[config.mk]
export PLATFORM = sky130hd
export DESIGN_NAME = pio_top
export DESIGN_NICKNAME = d
export VERILOG_FILES = /design/src/dsp_pio_pkg.sv /design/src/pio_irq.sv /design/src/pio_port.sv /design/src/pio_top.sv
export SDC_FILE = /design/constraint.sdc
export NUM_CORES = 1
export LEC_CHECK = 0
export BUFFER_PORTS_ARGS = -buffer_cell sky130_fd_sc_hd__buf_2
export CELL_PAD_IN_SITES_DETAIL_PLACEMENT = 0
export CELL_PAD_IN_SITES_GLOBAL_PLACEMENT = 1
export CORE_UTILIZATION = 38
export CTS_CLUSTER_DIAMETER = 80
export DETAILED_ROUTE_END_ITERATION = 10
export PLACE_DENSITY = 0.74
export SLEW_MARGIN = 20
export SYNTH_ARGS = -nofsm -noshare
export SYNTH_HDL_FRONTEND = slang
export SYNTH_SLANG_ARGS = --single-unit
[constraint.sdc]
create_clock -name clk -period 2 [get_ports clk]
set_input_delay 0.1 -clock clk [delete_from_list [all_inputs] [get_ports clk]]
set_output_delay 0.1 -clock clk [all_outputs]
set_load 0.01 [all_outputs]
[src/dsp_pio_pkg.sv]
// shared types for the dsp parallel i/o port
// register layout follows the dsp16 pioc / pdx map

package dsp_pio_pkg;

    // addressable registers, same as the low bits of the r field
    typedef enum logic [1:0] {
        REG_PIOC = 2'd0, // control and status
        REG_PDX0 = 2'd1, // peripheral 0 data
        REG_PDX1 = 2'd2  // peripheral 1 data
    } pio_reg_e;

    // cpu side operations
    typedef enum logic [1:0] {
        OP_NONE = 2'd0, // idle cycle
        OP_LOAD = 2'd1, // immediate load into pioc or pdx
        OP_READ = 2'd2  // pdx read, starts an input strobe
    } pio_op_e;

    // one cpu request, lasts a single cen cycle
    typedef struct packed {
        pio_op_e     op;
        pio_reg_e    sel;
        logic [15:0] data;  // immediate word from program memory
    } pio_req_t;

    // writable pioc bits 14 down to 5
    // bit 15 and the low status bits are not stored
    typedef struct packed {
        logic [1:0] stlen;   // strobe length minus one, in cen ticks
        logic       po_mode; // output strobe active mode
        logic       pi_mode; // input strobe active mode
        logic       scmode;  // byte mode, kept but not acted on
        logic [4:0] ien;     // interrupt enables
    } pioc_t;

    // both strobes in active mode out of reset
    localparam pioc_t PIOC_RESET = '{
        stlen:   2'd0,
        po_mode: 1'b1,
        pi_mode: 1'b1,
        scmode:  1'b0,
        ien:     5'd0
    };

    // roles of the ien bits
    localparam logic [2:0] IEN_IRQ   = 3'd0; // external irq pin
    localparam logic [2:0] IEN_SIORD = 3'd3; // serial input full
    localparam logic [2:0] IEN_SIOWR = 3'd4; // serial output empty

endpackage

[src/pio_irq.sv]
`timescale 1ns/1ps

// interrupt latch for the pio block
// rising edges of enabled sources give a one cycle pulse on irq_latch
// runs on every clock, cen does not matter here

module pio_irq (
    input  logic       clk,
    input  logic       rst,
    input  logic       irq,         // external interrupt request
    input  logic       siord_full,  // serial input register full
    input  logic       siowr_empty, // serial output register empty
    input  logic       iack,        // interrupt acknowledge from core
    input  logic [4:0] ien,         // enables from pioc
    output logic       irq_latch
);

    // previous values
    logic last_irq;
    logic last_siord_full;
    logic last_siowr_empty;
    logic last_iack;

    // edge flags
    logic irq_rise;
    logic siord_rise;
    logic siowr_rise;
    logic iack_fall;
    logic any_rise;

    assign iack_fall  = ~iack & last_iack;               // end of acknowledge
    assign irq_rise   = irq & ~last_irq;
    assign siord_rise = siord_full & ~last_siord_full;
    assign siowr_rise = siowr_empty & ~last_siowr_empty;

    // only sources with their enable bit set count
    assign any_rise = (irq_rise   & ien[dsp_pio_pkg::IEN_IRQ])   |
                      (siord_rise & ien[dsp_pio_pkg::IEN_SIORD]) |
                      (siowr_rise & ien[dsp_pio_pkg::IEN_SIOWR]);

    // edge history
    always_ff @(posedge clk or posedge rst) begin
        if (rst) begin
            last_irq         <= 1'b0;
            last_siord_full  <= 1'b0;
            last_siowr_empty <= 1'b0;
            last_iack        <= 1'b0;
        end else begin
            last_iack        <= iack;
            // cleared on ack so a held irq level raises a fresh pulse
            last_irq         <= irq & ~iack_fall;
            last_siord_full  <= siord_full;
            last_siowr_empty <= siowr_empty;
        end
    end

    // pulse register
    always_ff @(posedge clk or posedge rst) begin
        if (rst) begin
            irq_latch <= 1'b0;
        end else begin
            irq_latch <= any_rise & ~iack_fall; // ack edge masks the pulse
        end
    end

endmodule

[src/pio_port.sv]
`timescale 1ns/1ps

// parallel i/o port, active mode only
// pods_n / pids_n are always driven from here
// all state moves on clk edges with cen high

module pio_port (
    input  logic                  clk,
    input  logic                  rst,
    input  logic                  cen,         // clock enable tick
    input  dsp_pio_pkg::pio_req_t req,         // cpu request
    input  dsp_pio_pkg::pio_reg_e rd_sel,      // read-back select
    input  logic [15:0]           pbus_in,     // peripheral data in
    input  logic                  irq,         // status only
    input  logic                  siord_full,  // status only
    input  logic                  siowr_empty, // status only
    output logic [15:0]           pbus_out,
    output logic                  pods_n,      // output data strobe
    output logic                  pids_n,      // input data strobe
    output logic                  psel,        // peripheral select
    output logic [4:0]            ien,         // to the interrupt block
    output logic [15:0]           pio_dout     // cpu read-back
);

    dsp_pio_pkg::pioc_t pioc;  // control register

    // strobe shift counters, bit 0 is the strobe
    logic [3:0]  pocnt;
    logic [3:0]  picnt;
    logic [3:0]  ststart;     // start pattern, stlen+1 low bits

    // capture registers
    logic [15:0] pdx0_rd;
    logic [15:0] pdx1_rd;

    // decoded request
    logic        is_pdx;
    logic        pioc_ld;
    logic        pdx_ld;
    logic        pdx_rd;
    logic        pdx_acc;
    logic        capture;
    logic [4:0]  status;

    // request decode
    assign is_pdx  = (req.sel == dsp_pio_pkg::REG_PDX0) ||
                     (req.sel == dsp_pio_pkg::REG_PDX1);
    assign pioc_ld = (req.op == dsp_pio_pkg::OP_LOAD) &&
                     (req.sel == dsp_pio_pkg::REG_PIOC);
    assign pdx_ld  = (req.op == dsp_pio_pkg::OP_LOAD) && is_pdx;
    assign pdx_rd  = (req.op == dsp_pio_pkg::OP_READ) && is_pdx; // pioc read ignored
    assign pdx_acc = pdx_ld | pdx_rd;

    // stlen 0 -> 1110, stlen 3 -> 0000
    assign ststart = 4'he << pioc.stlen;

    assign pods_n = pocnt[0];
    assign pids_n = picnt[0];
    assign ien    = pioc.ien;

    // last low tick of the input strobe, next state goes high
    assign capture = ~picnt[0] & picnt[1];

    // control register
    always_ff @(posedge clk or posedge rst) begin
        if (rst) begin
            pioc <= dsp_pio_pkg::PIOC_RESET;
        end else if (cen && pioc_ld) begin
            pioc <= req.data[14:5]; // bits 15 and 4..0 are status
        end
    end

    // strobe counters, a new access restarts a running strobe
    always_ff @(posedge clk or posedge rst) begin
        if (rst) begin
            pocnt <= 4'hf;
            picnt <= 4'hf;
        end else if (cen) begin
            pocnt <= pdx_ld ? ststart : {1'b1, pocnt[3:1]};
            picnt <= pdx_rd ? ststart : {1'b1, picnt[3:1]};
        end
    end

    // bus output and peripheral select
    always_ff @(posedge clk or posedge rst) begin
        if (rst) begin
            pbus_out <= 16'd0;
            psel     <= 1'b0;
        end else if (cen) begin
            if (pdx_acc) begin
                psel <= (req.sel == dsp_pio_pkg::REG_PDX1);
            end
            if (pdx_ld) begin
                pbus_out <= req.data;
            end
        end
    end

    // input capture at the end of the strobe
    always_ff @(posedge clk or posedge rst) begin
        if (rst) begin
            pdx0_rd <= 16'd0;
            pdx1_rd <= 16'd0;
        end else if (cen && capture) begin
            if (psel) begin
                pdx1_rd <= pbus_in;
            end else begin
                pdx0_rd <= pbus_in;
            end
        end
    end

    // live status, bit 4 down to 0
    assign status = {siowr_empty, siord_full, 2'b00, irq & pioc.ien[dsp_pio_pkg::IEN_IRQ]};

    // read-back mux
    always_comb begin
        case (rd_sel)
            dsp_pio_pkg::REG_PIOC: pio_dout = {status[4], pioc, status}; // bit 15 mirrors bit 4
            dsp_pio_pkg::REG_PDX0: pio_dout = pdx0_rd;
            default:               pio_dout = pdx1_rd;
        endcase
    end

endmodule

[src/pio_top.sv]
`timescale 1ns/1ps

// top level of the dsp parallel i/o port
// port logic plus interrupt latch

module pio_top (
    input  logic                  clk,
    input  logic                  rst,
    input  logic                  cen,         // clock enable from the core
    // cpu side
    input  dsp_pio_pkg::pio_req_t req,
    input  dsp_pio_pkg::pio_reg_e rd_sel,
    output logic [15:0]           pio_dout,
    // parallel bus
    input  logic [15:0]           pbus_in,
    output logic [15:0]           pbus_out,
    output logic                  pods_n,
    output logic                  pids_n,
    output logic                  psel,
    // interrupt sources
    input  logic                  irq,
    input  logic                  siord_full,  // from the serial port
    input  logic                  siowr_empty, // from the serial port
    input  logic                  iack,
    output logic                  irq_latch
);

    logic [4:0] ien; // enables out of pioc

    // registers, strobes, capture
    pio_port port_i (
        .clk         (clk),
        .rst         (rst),
        .cen         (cen),
        .req         (req),
        .rd_sel      (rd_sel),
        .pbus_in     (pbus_in),
        .irq         (irq),
        .siord_full  (siord_full),
        .siowr_empty (siowr_empty),
        .pbus_out    (pbus_out),
        .pods_n      (pods_n),
        .pids_n      (pids_n),
        .psel        (psel),
        .ien         (ien),
        .pio_dout    (pio_dout)
    );

    // interrupt edges, not gated by cen
    pio_irq irq_i (
        .clk         (clk),
        .rst         (rst),
        .irq         (irq),
        .siord_full  (siord_full),
        .siowr_empty (siowr_empty),
        .iack        (iack),
        .ien         (ien),
        .irq_latch   (irq_latch)
    );

endmodule

==> results of run 1 <==
-- timing repair --
| action | 4_1_cts | 5_1_grt |
|---|---|---|
| hold buffers | 26 | 0 |
| endpoints found under the hold margin | 99 | 0 |
| resized for setup | 0 | 0 |
| buffers inserted | 0 | 0 |
-- flip-flops by register name, indices dropped and copies added (netlist names) --
register,flops
irq_i.last_iack,1
port_i.pioc,5
port_i.picnt,4
irq_i.last_siowr_empty,1
port_i.pbus_out,16
irq_i.last_irq,1
irq_i.last_siord_full,1
port_i.psel,1
port_i.pocnt,4
irq_i.irq_latch,1
port_i.pdx0_rd,16
port_i.pdx1_rd,16
port_i.ien,5
-- layout make-up --
| class | count | share of cell area |
|---|---|---|
| sequential | 72 | 0.433 |
| multi-input combinational | 144 | 0.306 |
| timing repair buffer | 108 | 0.164 |
| tap | 105 | 0.0313 |
| clock inverter | 7 | 0.0298 |
| clock buffer | 9 | 0.0295 |
| inverter | 7 | 0.00627 |
-- through the flow --
| stage | instances | power, mW | utilization | hold slack [ps] |
|---|---|---|---|---|
| global route | 452 | 5.04 | 0.513 | 2.95 |
| floorplan | 233 | 2.93 | - | 131 |
| global placement | 410 | 3.30 | 0.451 | 211 |
| detailed placement | 410 | 3.35 | 0.451 | 213 |
| CTS | 452 | 4.82 | 0.513 | 1.34 |
| finish | 452 | 4.76 | 0.513 | 17.5 |
-- cell families (layout without fill, tap and decap cells) --
family | after synthesis | after routing
simple gates | 37 | 37
mux | 75 | 75
compound gates | 29 | 29
buf+inv | 17 | 131
fa+ha+maj | 2 | 2
flops | 72 | 72
xor+xnor | 1 | 1
-- cell usage in the layout (no fill, tap or decap), types with 2 or more instances in the layout --
cell type and n:
nor2_1 6, a21oi_1 6, mux2i_1 15, dfstp_2 10, nand2_1 17, buf_2 80
nand3b_1 2, bufinv_16 3, clkbuf_8 9, ha_1 2, mux2_4 10, nor2b_1 2
o22a_1 2, dlygate4sd3_1 26, inv_6 3, dfrtp_1 62, mux2_2 50, nand3_1 4
inv_1 6, a22o_1 2, o21ai_0 16
-- path summary, 6_finish.rpt --
| check | from | end | slack [ps] | depth (start not counted) |
|---|---|---|---|---|
| min in group asynchronous | rst | port_i.pdx1_rd[1] | 360 | 4 |
| setup / recovery | port_i.picnt[1] | port_i.pdx0_rd[12] | 440 | 4 |
| hold / removal | pbus_in[9] | port_i.pdx0_rd[9] | 20 | 2 |
| max in group asynchronous | rst | port_i.pioc[6] | 1280 | 4 |
| hold reg to reg | irq_i.last_iack | irq_i.irq_latch | 450 | 1 |
| setup reg to reg | port_i.picnt[1] | port_i.pdx0_rd[12] | 440 | 4 |
-- worst register-to-register path, cell delays in order (launching register included) --
cell	delay [ps]
dfstp_2	590
nand2_2	80
nor3_4	110
buf_4	300
mux2_2	370
-- layer usage --
metal  part of all wire  global-route usage  up-vias
li1                   -                   -     1044
met1               0.49               0.214     1051
met2               0.45               0.245       54
met3              0.038              0.0324        8
met4              0.016              0.0731        0
met5                  0                   0        -
-- report_power, final --
part           switching [mW]  leakage [nW]  internal [mW]
combinational           0.490          1.03          0.687
sequential              0.245         0.849           1.92
clock                   0.575         0.125          0.844
==> flow_results.org, run 1 <==
** Run status
- Run status :: finished clean

** Synth
- In this run, synthesis inferred 0 flip-flops with an integrated enable.
- After synthesis the cells add up to 3200 um^2.
- The synthesized netlist contains 32 unique library cells.
- By area, the combinational part of the netlist is dominated by multiplexers.
- After synthesis the netlist holds a flip-flop and latch count of 72.
- Leading cell type by number of instances after synthesis :: dfrtp_1
- Counting every instance in the synthesized netlist gives 233.
- Top cell type by total area after synthesis :: dfrtp_1
- Net count of the mapped netlist :: 280
- Most common flop cell mapped by yosys :: dfrtp_1
- After synthesis, the most frequently instantiated cells are 62 x dfrtp_1, 50 x mux2_2, 17 x nand2_1, 16 x o21ai_0, 15 x mux2i_1.
- Post-synthesis adder-cell area fraction :: 0.00783
- Async set-reset flop share out of synthesis :: 1.00
- Top area cells in the synthesized netlist :: dfrtp_1 49%, mux2_2 18%, dfstp_2 8.2%
- Sequential fraction of the synthesis area :: 0.568
- Synth top area share :: 0.486
- Post-synthesis share of cell area spent on and, or, nand and nor gates :: 0.0685
- After synthesis, the share of cell area in mux cells is 0.270.
- Of the total synthesized cell area, the portion taken by XOR and XNOR cells is 0.00274.
- During synthesis, Yosys emitted a total of 0 warnings.
- The synthesized-area fraction occupied by ao, oa, aoi and oai cells is 0.0525.
- The average instance in the mapped netlist occupies 13.7 um^2.

** Worst setup path
- On the critical path, the stage with the largest delay is an instance of dfstp_2.
- Of all nets on the critical path, the largest fanout is 16.
- The worst setup path is captured at a flip-flop.
- Worst EP arrival :: 1790 ps
- Setup crit start kind :: flip-flop
- CP top delay family :: flip-flops
- CP Buf/Inv Count :: 1
- For the worst setup path, the data required time is 2230 ps.
- Largest stage delay on the critical path :: 590 ps
- Cells traversed along the worst timing path :: nand2_2, nor3_4, buf_4, mux2_2
- Critical path class :: reg2reg

** Clock network
- TritonCTS built the clock tree.
- Clock-pin slew was measured on the worst setup and hold paths at 80 ps.
- Total CTS buffers :: 9
- Clock latency on the worst-skew pair, taken at its later pin, is 340 ps.
- The H-tree generated during clock tree synthesis spans 3 levels.
- The clock drives 72 sinks.
- The clock passes through at most 2 buffers.
- The cell sitting at the root of the clock tree is a clkbuf_8.

** Layout
- Number of antenna repair diodes :: 0
- After filler insertion, the fill cell instance count of the layout stands at 772.
- Layout cell share with drive strength beyond 1 :: 0.504
- Final standard cell area without fillers :: 4190 um^2
- Number of nets in the finished design :: 389
- From synthesis to final layout, the design area changed by 31.2%.
- Across the whole layout, storage elements account for 1810 um^2.
- The multi-input combinational cells in the finished layout cover a total of 1280 um^2.

** Power and ir drop
- Across the VDD grid, the largest voltage drop is 0.000510 V.
- Power spread over the standard cell area amounts to 1130 nW/um^2.
- Leak Pwr :: 2.00 nW

** Timing
- Setup slack closes at 436 ps.
- Clock skew on the completed layout was measured at 7.15 ps.
- Tightest slew margin relative to the limit :: 0.659
- Setup repair after global routing missed its margin :: no
- For the pin with the worst max-slew slack, the measured transition is 512 ps.
- The final count of hold timing violations was 0.
- Maximum clock rate :: 639 MHz
- Time the worst path needs with I/O delays and setup :: 1560 ps
- Final period utilization :: 0.782
- Summed over all failing endpoints, the final setup total negative slack is 0 ps.
- Number of pins with negative max-slew slack in the final report :: 0
- Final setup violation count :: 0

** Placed design
- Post-Place Cell Area :: 3680 um^2
- Routability cong. :: 0.687
- Timing analysis after detailed placement gives a worst setup slack of 435 ps.
- During placement, the flow inserted port buffers numbering 80.
- The HPWL after detailed placement is 4330 um.

** Floorplanning
- FP Rows :: 33
- # IOs :: 81
- Die Span Y :: 93.7 um
- After floorplanning, the core was sized to cover 8180 um^2.
- Width of the die :: 93.7 um
- The initial utilization of the core area, before any placement, comes to 0.391.
- The die covers 8780 um^2.

** GRT
- Vias in the first global route :: 2071
- Remaining global-route overflow :: 0
- Entering global routing, the biggest net connects 73 pins.
- Initial antenna violation count :: 0
- Global-route wire length before repair :: 10400 um
- In the global route stage, overall resource usage came out at 0.159.

** Drt
- Vias/cell :: 4.77
- Count of vias placed by the detailed router :: 2157
- Post-detailed-route wirelength per cell :: 14.1 um
- Post-DRT Antenna Nets :: 0
- The first detailed-routing pass ran for 4 iterations.
- Total wire length after detailed routing :: 6390 um
- Iter 0 DRT Violations :: 93
- In the routed design, unresolved DRC markers number 0.

** Job
- Across the run, the number of max-cap violations was 0.

** Hold path
- Hold Crit Class :: in2reg
(Power assumes the default switching activity.)
==> run 2: changes to the inputs <==
ABC_AREA = 1   (was not set)
CORE_UTILIZATION = 35   (was 38)
PLACE_DENSITY = 0.75   (was 0.74)
clock period = 1.4 ns   (was 2 ns; I/O delays follow)
==> flow_results.org, run 2 <==
** Timing
- Number of failing hold endpoints at the final stage :: 0 (unchanged)
- Worst slew pin tran :: 383 ps (-129 ps)
- Worst Skew :: 12.7 ps (+5.57 ps)
- The max-slew violation count is 0 (unchanged).
- Final period utilization :: 0.885 (+0.103)
- Final setup violation count :: 0 (unchanged)
- Tightest slew margin relative to the limit :: 0.745 (+0.0861)
- Summed negative setup slack over all endpoints :: 0 ps (unchanged)
- Setup repair after global routing missed its margin :: no
- The clock period minus final worst setup slack was 1240 ps (-325 ps).
- The highest clock frequency the design can meet is 807 MHz (+26%).

** Power and ir drop
- Sw Ratio :: 0.314 (+0.0389)
- Power per cell area :: 1490 nW/um^2 (+31%)
- Leak Pwr :: 2.24 nW (+12%)
- The net switching component of the power was 1.95 mW (+49%).
- Cell internal power dissipation :: 4.25 mW (+23%)
- Clock network fraction of design power :: 0.256 (-0.042)
- The combinational share of power was 0.250 (+0.003).
- Sequential cell fraction of total power :: 0.494 (+0.040)
- Maximum ir drop on the vdd rail :: 0.000692 V (+36%)

** Clock network
- The H-tree depth is 3 (unchanged).
- TritonCTS clock tree :: built
- Insertion delay of the later-clocked pin in the worst-skew pair :: 340 ps (about the same)
- Clock Sinks :: 72 (unchanged)
- Number of buffers between clock root and the deepest sink :: 2 (unchanged)
- Clock-pin slew on the worst setup and hold paths :: 70 ps (about the same)
- Number of resized instances in the post-cts repair step :: 0 (unchanged)
- The number of buffers created by CTS was 9 (unchanged).
- CTS root buf :: clkbuf_8

** Drt
- Iter 0 DRT Violations :: 133 (+43%)
- The total DRC errors in the routed layout came to 0 (unchanged).
- The number of iterations in the first detailed-routing pass was 5 (+1).
- The mean routed wirelength per cell was 12.2 um (-14%).
- The post-detailed-route count of antenna-violating nets was 0 (unchanged).
- The total vias in the final route is 2714 (+26%).
- Total wire length after detailed routing :: 7200 um (+13%)
- Vias/cell :: 4.58 (-3.9%)

** Worst setup path
- STA classifies the critical path endpoint as a flip-flop.
- The setup path with the least slack is of type reg2reg.
- The endpoint required time on the critical path was 1620 ps (-610 ps).
- Setup crit start kind :: flip-flop
- The maximum fanout encountered on the critical timing path was 32 (+16).
- Worst EP arrival :: 1460 ps (-330 ps)

** Hold path
- The min-delay analysis places its worst path in the category in2reg.

** GRT
- Initial antenna violation count :: 0 (unchanged)
- Overall fraction of global-route tracks in use :: 0.162 (+0.00370)
- Layer with the highest usage :: met2
- The met2 track utilization from global routing came to 0.245 (+0.000328).
- The maximum number of pins on one net before global-route repair is 73 (unchanged).
- Remaining global-route overflow :: 0 (unchanged)
- Fraction of met1 tracks used by global routing :: 0.227 (+0.0126)
- The number of global-route vias before repair was 2636 (+27%).
- The met3 global-route usage is 0.0397 (+0.00738).
- The global-route wire length before repair came to 12300 um (+19%).

** Layout
- The library cell used most frequently in the layout, excluding fill and tap cells, is nand2_1.
- Area added between synthesis and finish :: 31.8%
- The final layout net count was 526 (+35%).
- The share of cells above drive strength 1 is 0.254 (-0.250).
- Top flop regs :: port_i.pbus_out x16, port_i.pdx0_rd x16, port_i.pdx1_rd x16
- The number of antenna cells inserted was 0 (unchanged).
- The count of non-filler cells in the finished layout is 592 (+31%).
- In the layout the commonest cells are 136 x nand2_1, 80 x buf_2, 62 x dfrtp_1.

** Floorplanning
- The die extent in y came to 97.0 um (+3.5%).
- The number of top-level design ports is 81 (unchanged).
- The die area is 9400 um^2 (+7.1%).
- FP Rows :: 34 (+3.0%)
- Core area :: 8720 um^2 (+6.7%)
- The die width is 97.0 um (+3.5%).
- The initial core utilization is 0.362 (-0.0290).

** Placed design
- The global placer's final weighted congestion is 0.726 (+5.7%).
- Post-Place Cells :: 548 (+34%)
- The estimated wirelength of the detail-placed design is 4870 um (+13%).
- The count of buffers from port buffering was 80 (unchanged).

** Synth
- The flip-flop and latch count after synthesis was 72 (unchanged).
- Net count of the mapped netlist :: 415 (+48%)
- Async set-reset flop share out of synthesis :: 1.00 (unchanged)
- Synth top area share :: 0.492 (+0.00616)
- EDFF count, synth :: 0 (unchanged)
- Top cell type by total area after synthesis :: dfrtp_1
- Post-Synthesis Cells :: 368 (+58%)
- The post-synthesis average cell area came to 8.57 um^2 (-37%).
- The post-synth design cell area came to 3160 um^2 (-1.3%).
- Synth Warn # :: 0 (unchanged)
- By area the synthesized netlist is led by dfrtp_1 49%, nand2_1 16%, dfstp_2 8.3%.
- Among all flip-flop cells after synthesis, the most frequent one is dfrtp_1.
- The count of distinct cell types in the synthesized netlist came to 22 (-31%).
- Most used standard cells in the synthesized netlist :: 136 x nand2_1, 62 x dfrtp_1, 42 x o21ai_1, 41 x inv_1, 26 x nand3_1
- Leading cell type by number of instances after synthesis :: nand2_1
- Sequential fraction of the synthesis area :: 0.575 (+0.00720)

** Job
- The number of max-capacitance violations reported is 0 (unchanged).

** Run status
- The flow ran to the end, and the final reports show no timing, DRC or antenna violations.
-- run 2: changes by cell type after synthesis, moves of 3 or more --
cell,delta
inv_1,+34
nand4_1,+3
o21ai_1,+42
mux2i_1,-15
nand3_1,+22
buf_6,+4
a21oi_1,-6
buf_2,+5
nand2_1,+119
mux2_4,-10
o21ai_0,-4
nor2_1,-3
o21ai_2,+3
mux2_2,-50
-- run 2: cell families (layout without fill, tap and decap cells) --
| kind of cell | after synthesis | after routing | share of synthesized area |
|---|---|---|---|
| AO/OA/AOI/OAI | 60 | 60 | 0.102 |
| adder cells (fa/ha/maj) | 2 | 2 | 0.00793 |
| buffers and inverters | 59 | 175 | 0.0876 |
| flip-flops | 72 | 72 | 0.575 |
| AND/OR/NAND/NOR | 175 | 175 | 0.228 |
-- run 2: stage by stage --
step	worst slack, ps	power [mW]	hold slack, ps	util	instance area [um^2]
detailed placement	119	4.60	195	0.423	3690
global route	58.5	6.64	9.21	0.477	4160
floorplan	219	3.99	101	-	3160
global placement	172	4.54	194	0.423	3690
finish	161	6.19	7.05	0.477	4160
CTS	134	6.27	0.362	0.477	4160
-- run 2: layout make-up --
| type | count | area [um^2] |
|---|---|---|
| Fill cell | 846 | 4560 |
| Sequential cell | 72 | 1810 |
| Clock inverter | 6 | 61.3 |
| Timing Repair Buffer | 116 | 791 |
| Inverter | 43 | 165 |
| Multi-Input combinational cell | 237 | 1060 |
| Tap cell | 108 | 135 |
| Clock buffer | 10 | 128 |
-- run 2: final timing paths --
| check | to | from | slack, ps | cells after the start |
|---|---|---|---|---|
| setup / recovery | port_i.pdx0_rd[4] | port_i.picnt[1] | 160 | 6 |
| hold / removal | port_i.pdx1_rd[14] | pbus_in[14] | 7 | 3 |
| setup reg to reg | port_i.pdx0_rd[4] | port_i.picnt[1] | 160 | 6 |
| hold reg to reg | irq_i.last_irq | irq_i.last_iack | 450 | 1 |
| max in group asynchronous | port_i.picnt[0] | rst | 680 | 4 |
| min in group asynchronous | port_i.pdx0_rd[15] | rst | 380 | 4 |
-- run 2: what timing repair did --
item	4_1_cts	5_1_grt
hold buffers	28	0
setup buffers	0	0
endpoints found under the hold margin	99	0
-- run 2: per-layer routing --
layer	wire (um)	vias to the layer above
met3	460	10
met1	3560	1229
li1	-	1379
met2	3090	96
met4	98	0
met5	0	-
-- run 2: power groups by stage --
stage / clock network, mW / logic [mW] / registers (mW)
CTS: 1.63 / 1.57 / 3.06
floorplan: 0 / 0.924 / 3.07
detailed placement: 0 / 1.52 / 3.08
global route: 1.73 / 1.78 / 3.13
finish: 1.58 / 1.55 / 3.06
global placement: 0 / 1.47 / 3.07
-- run 2: worst max-delay path, stage by stage (launching register included) --
cell     delay (ps)
dfstp_2         540
nand2_1          70
nor2_2          140
nand2_2          80
buf_12          170
nand2_1          60
o21ai_1          60
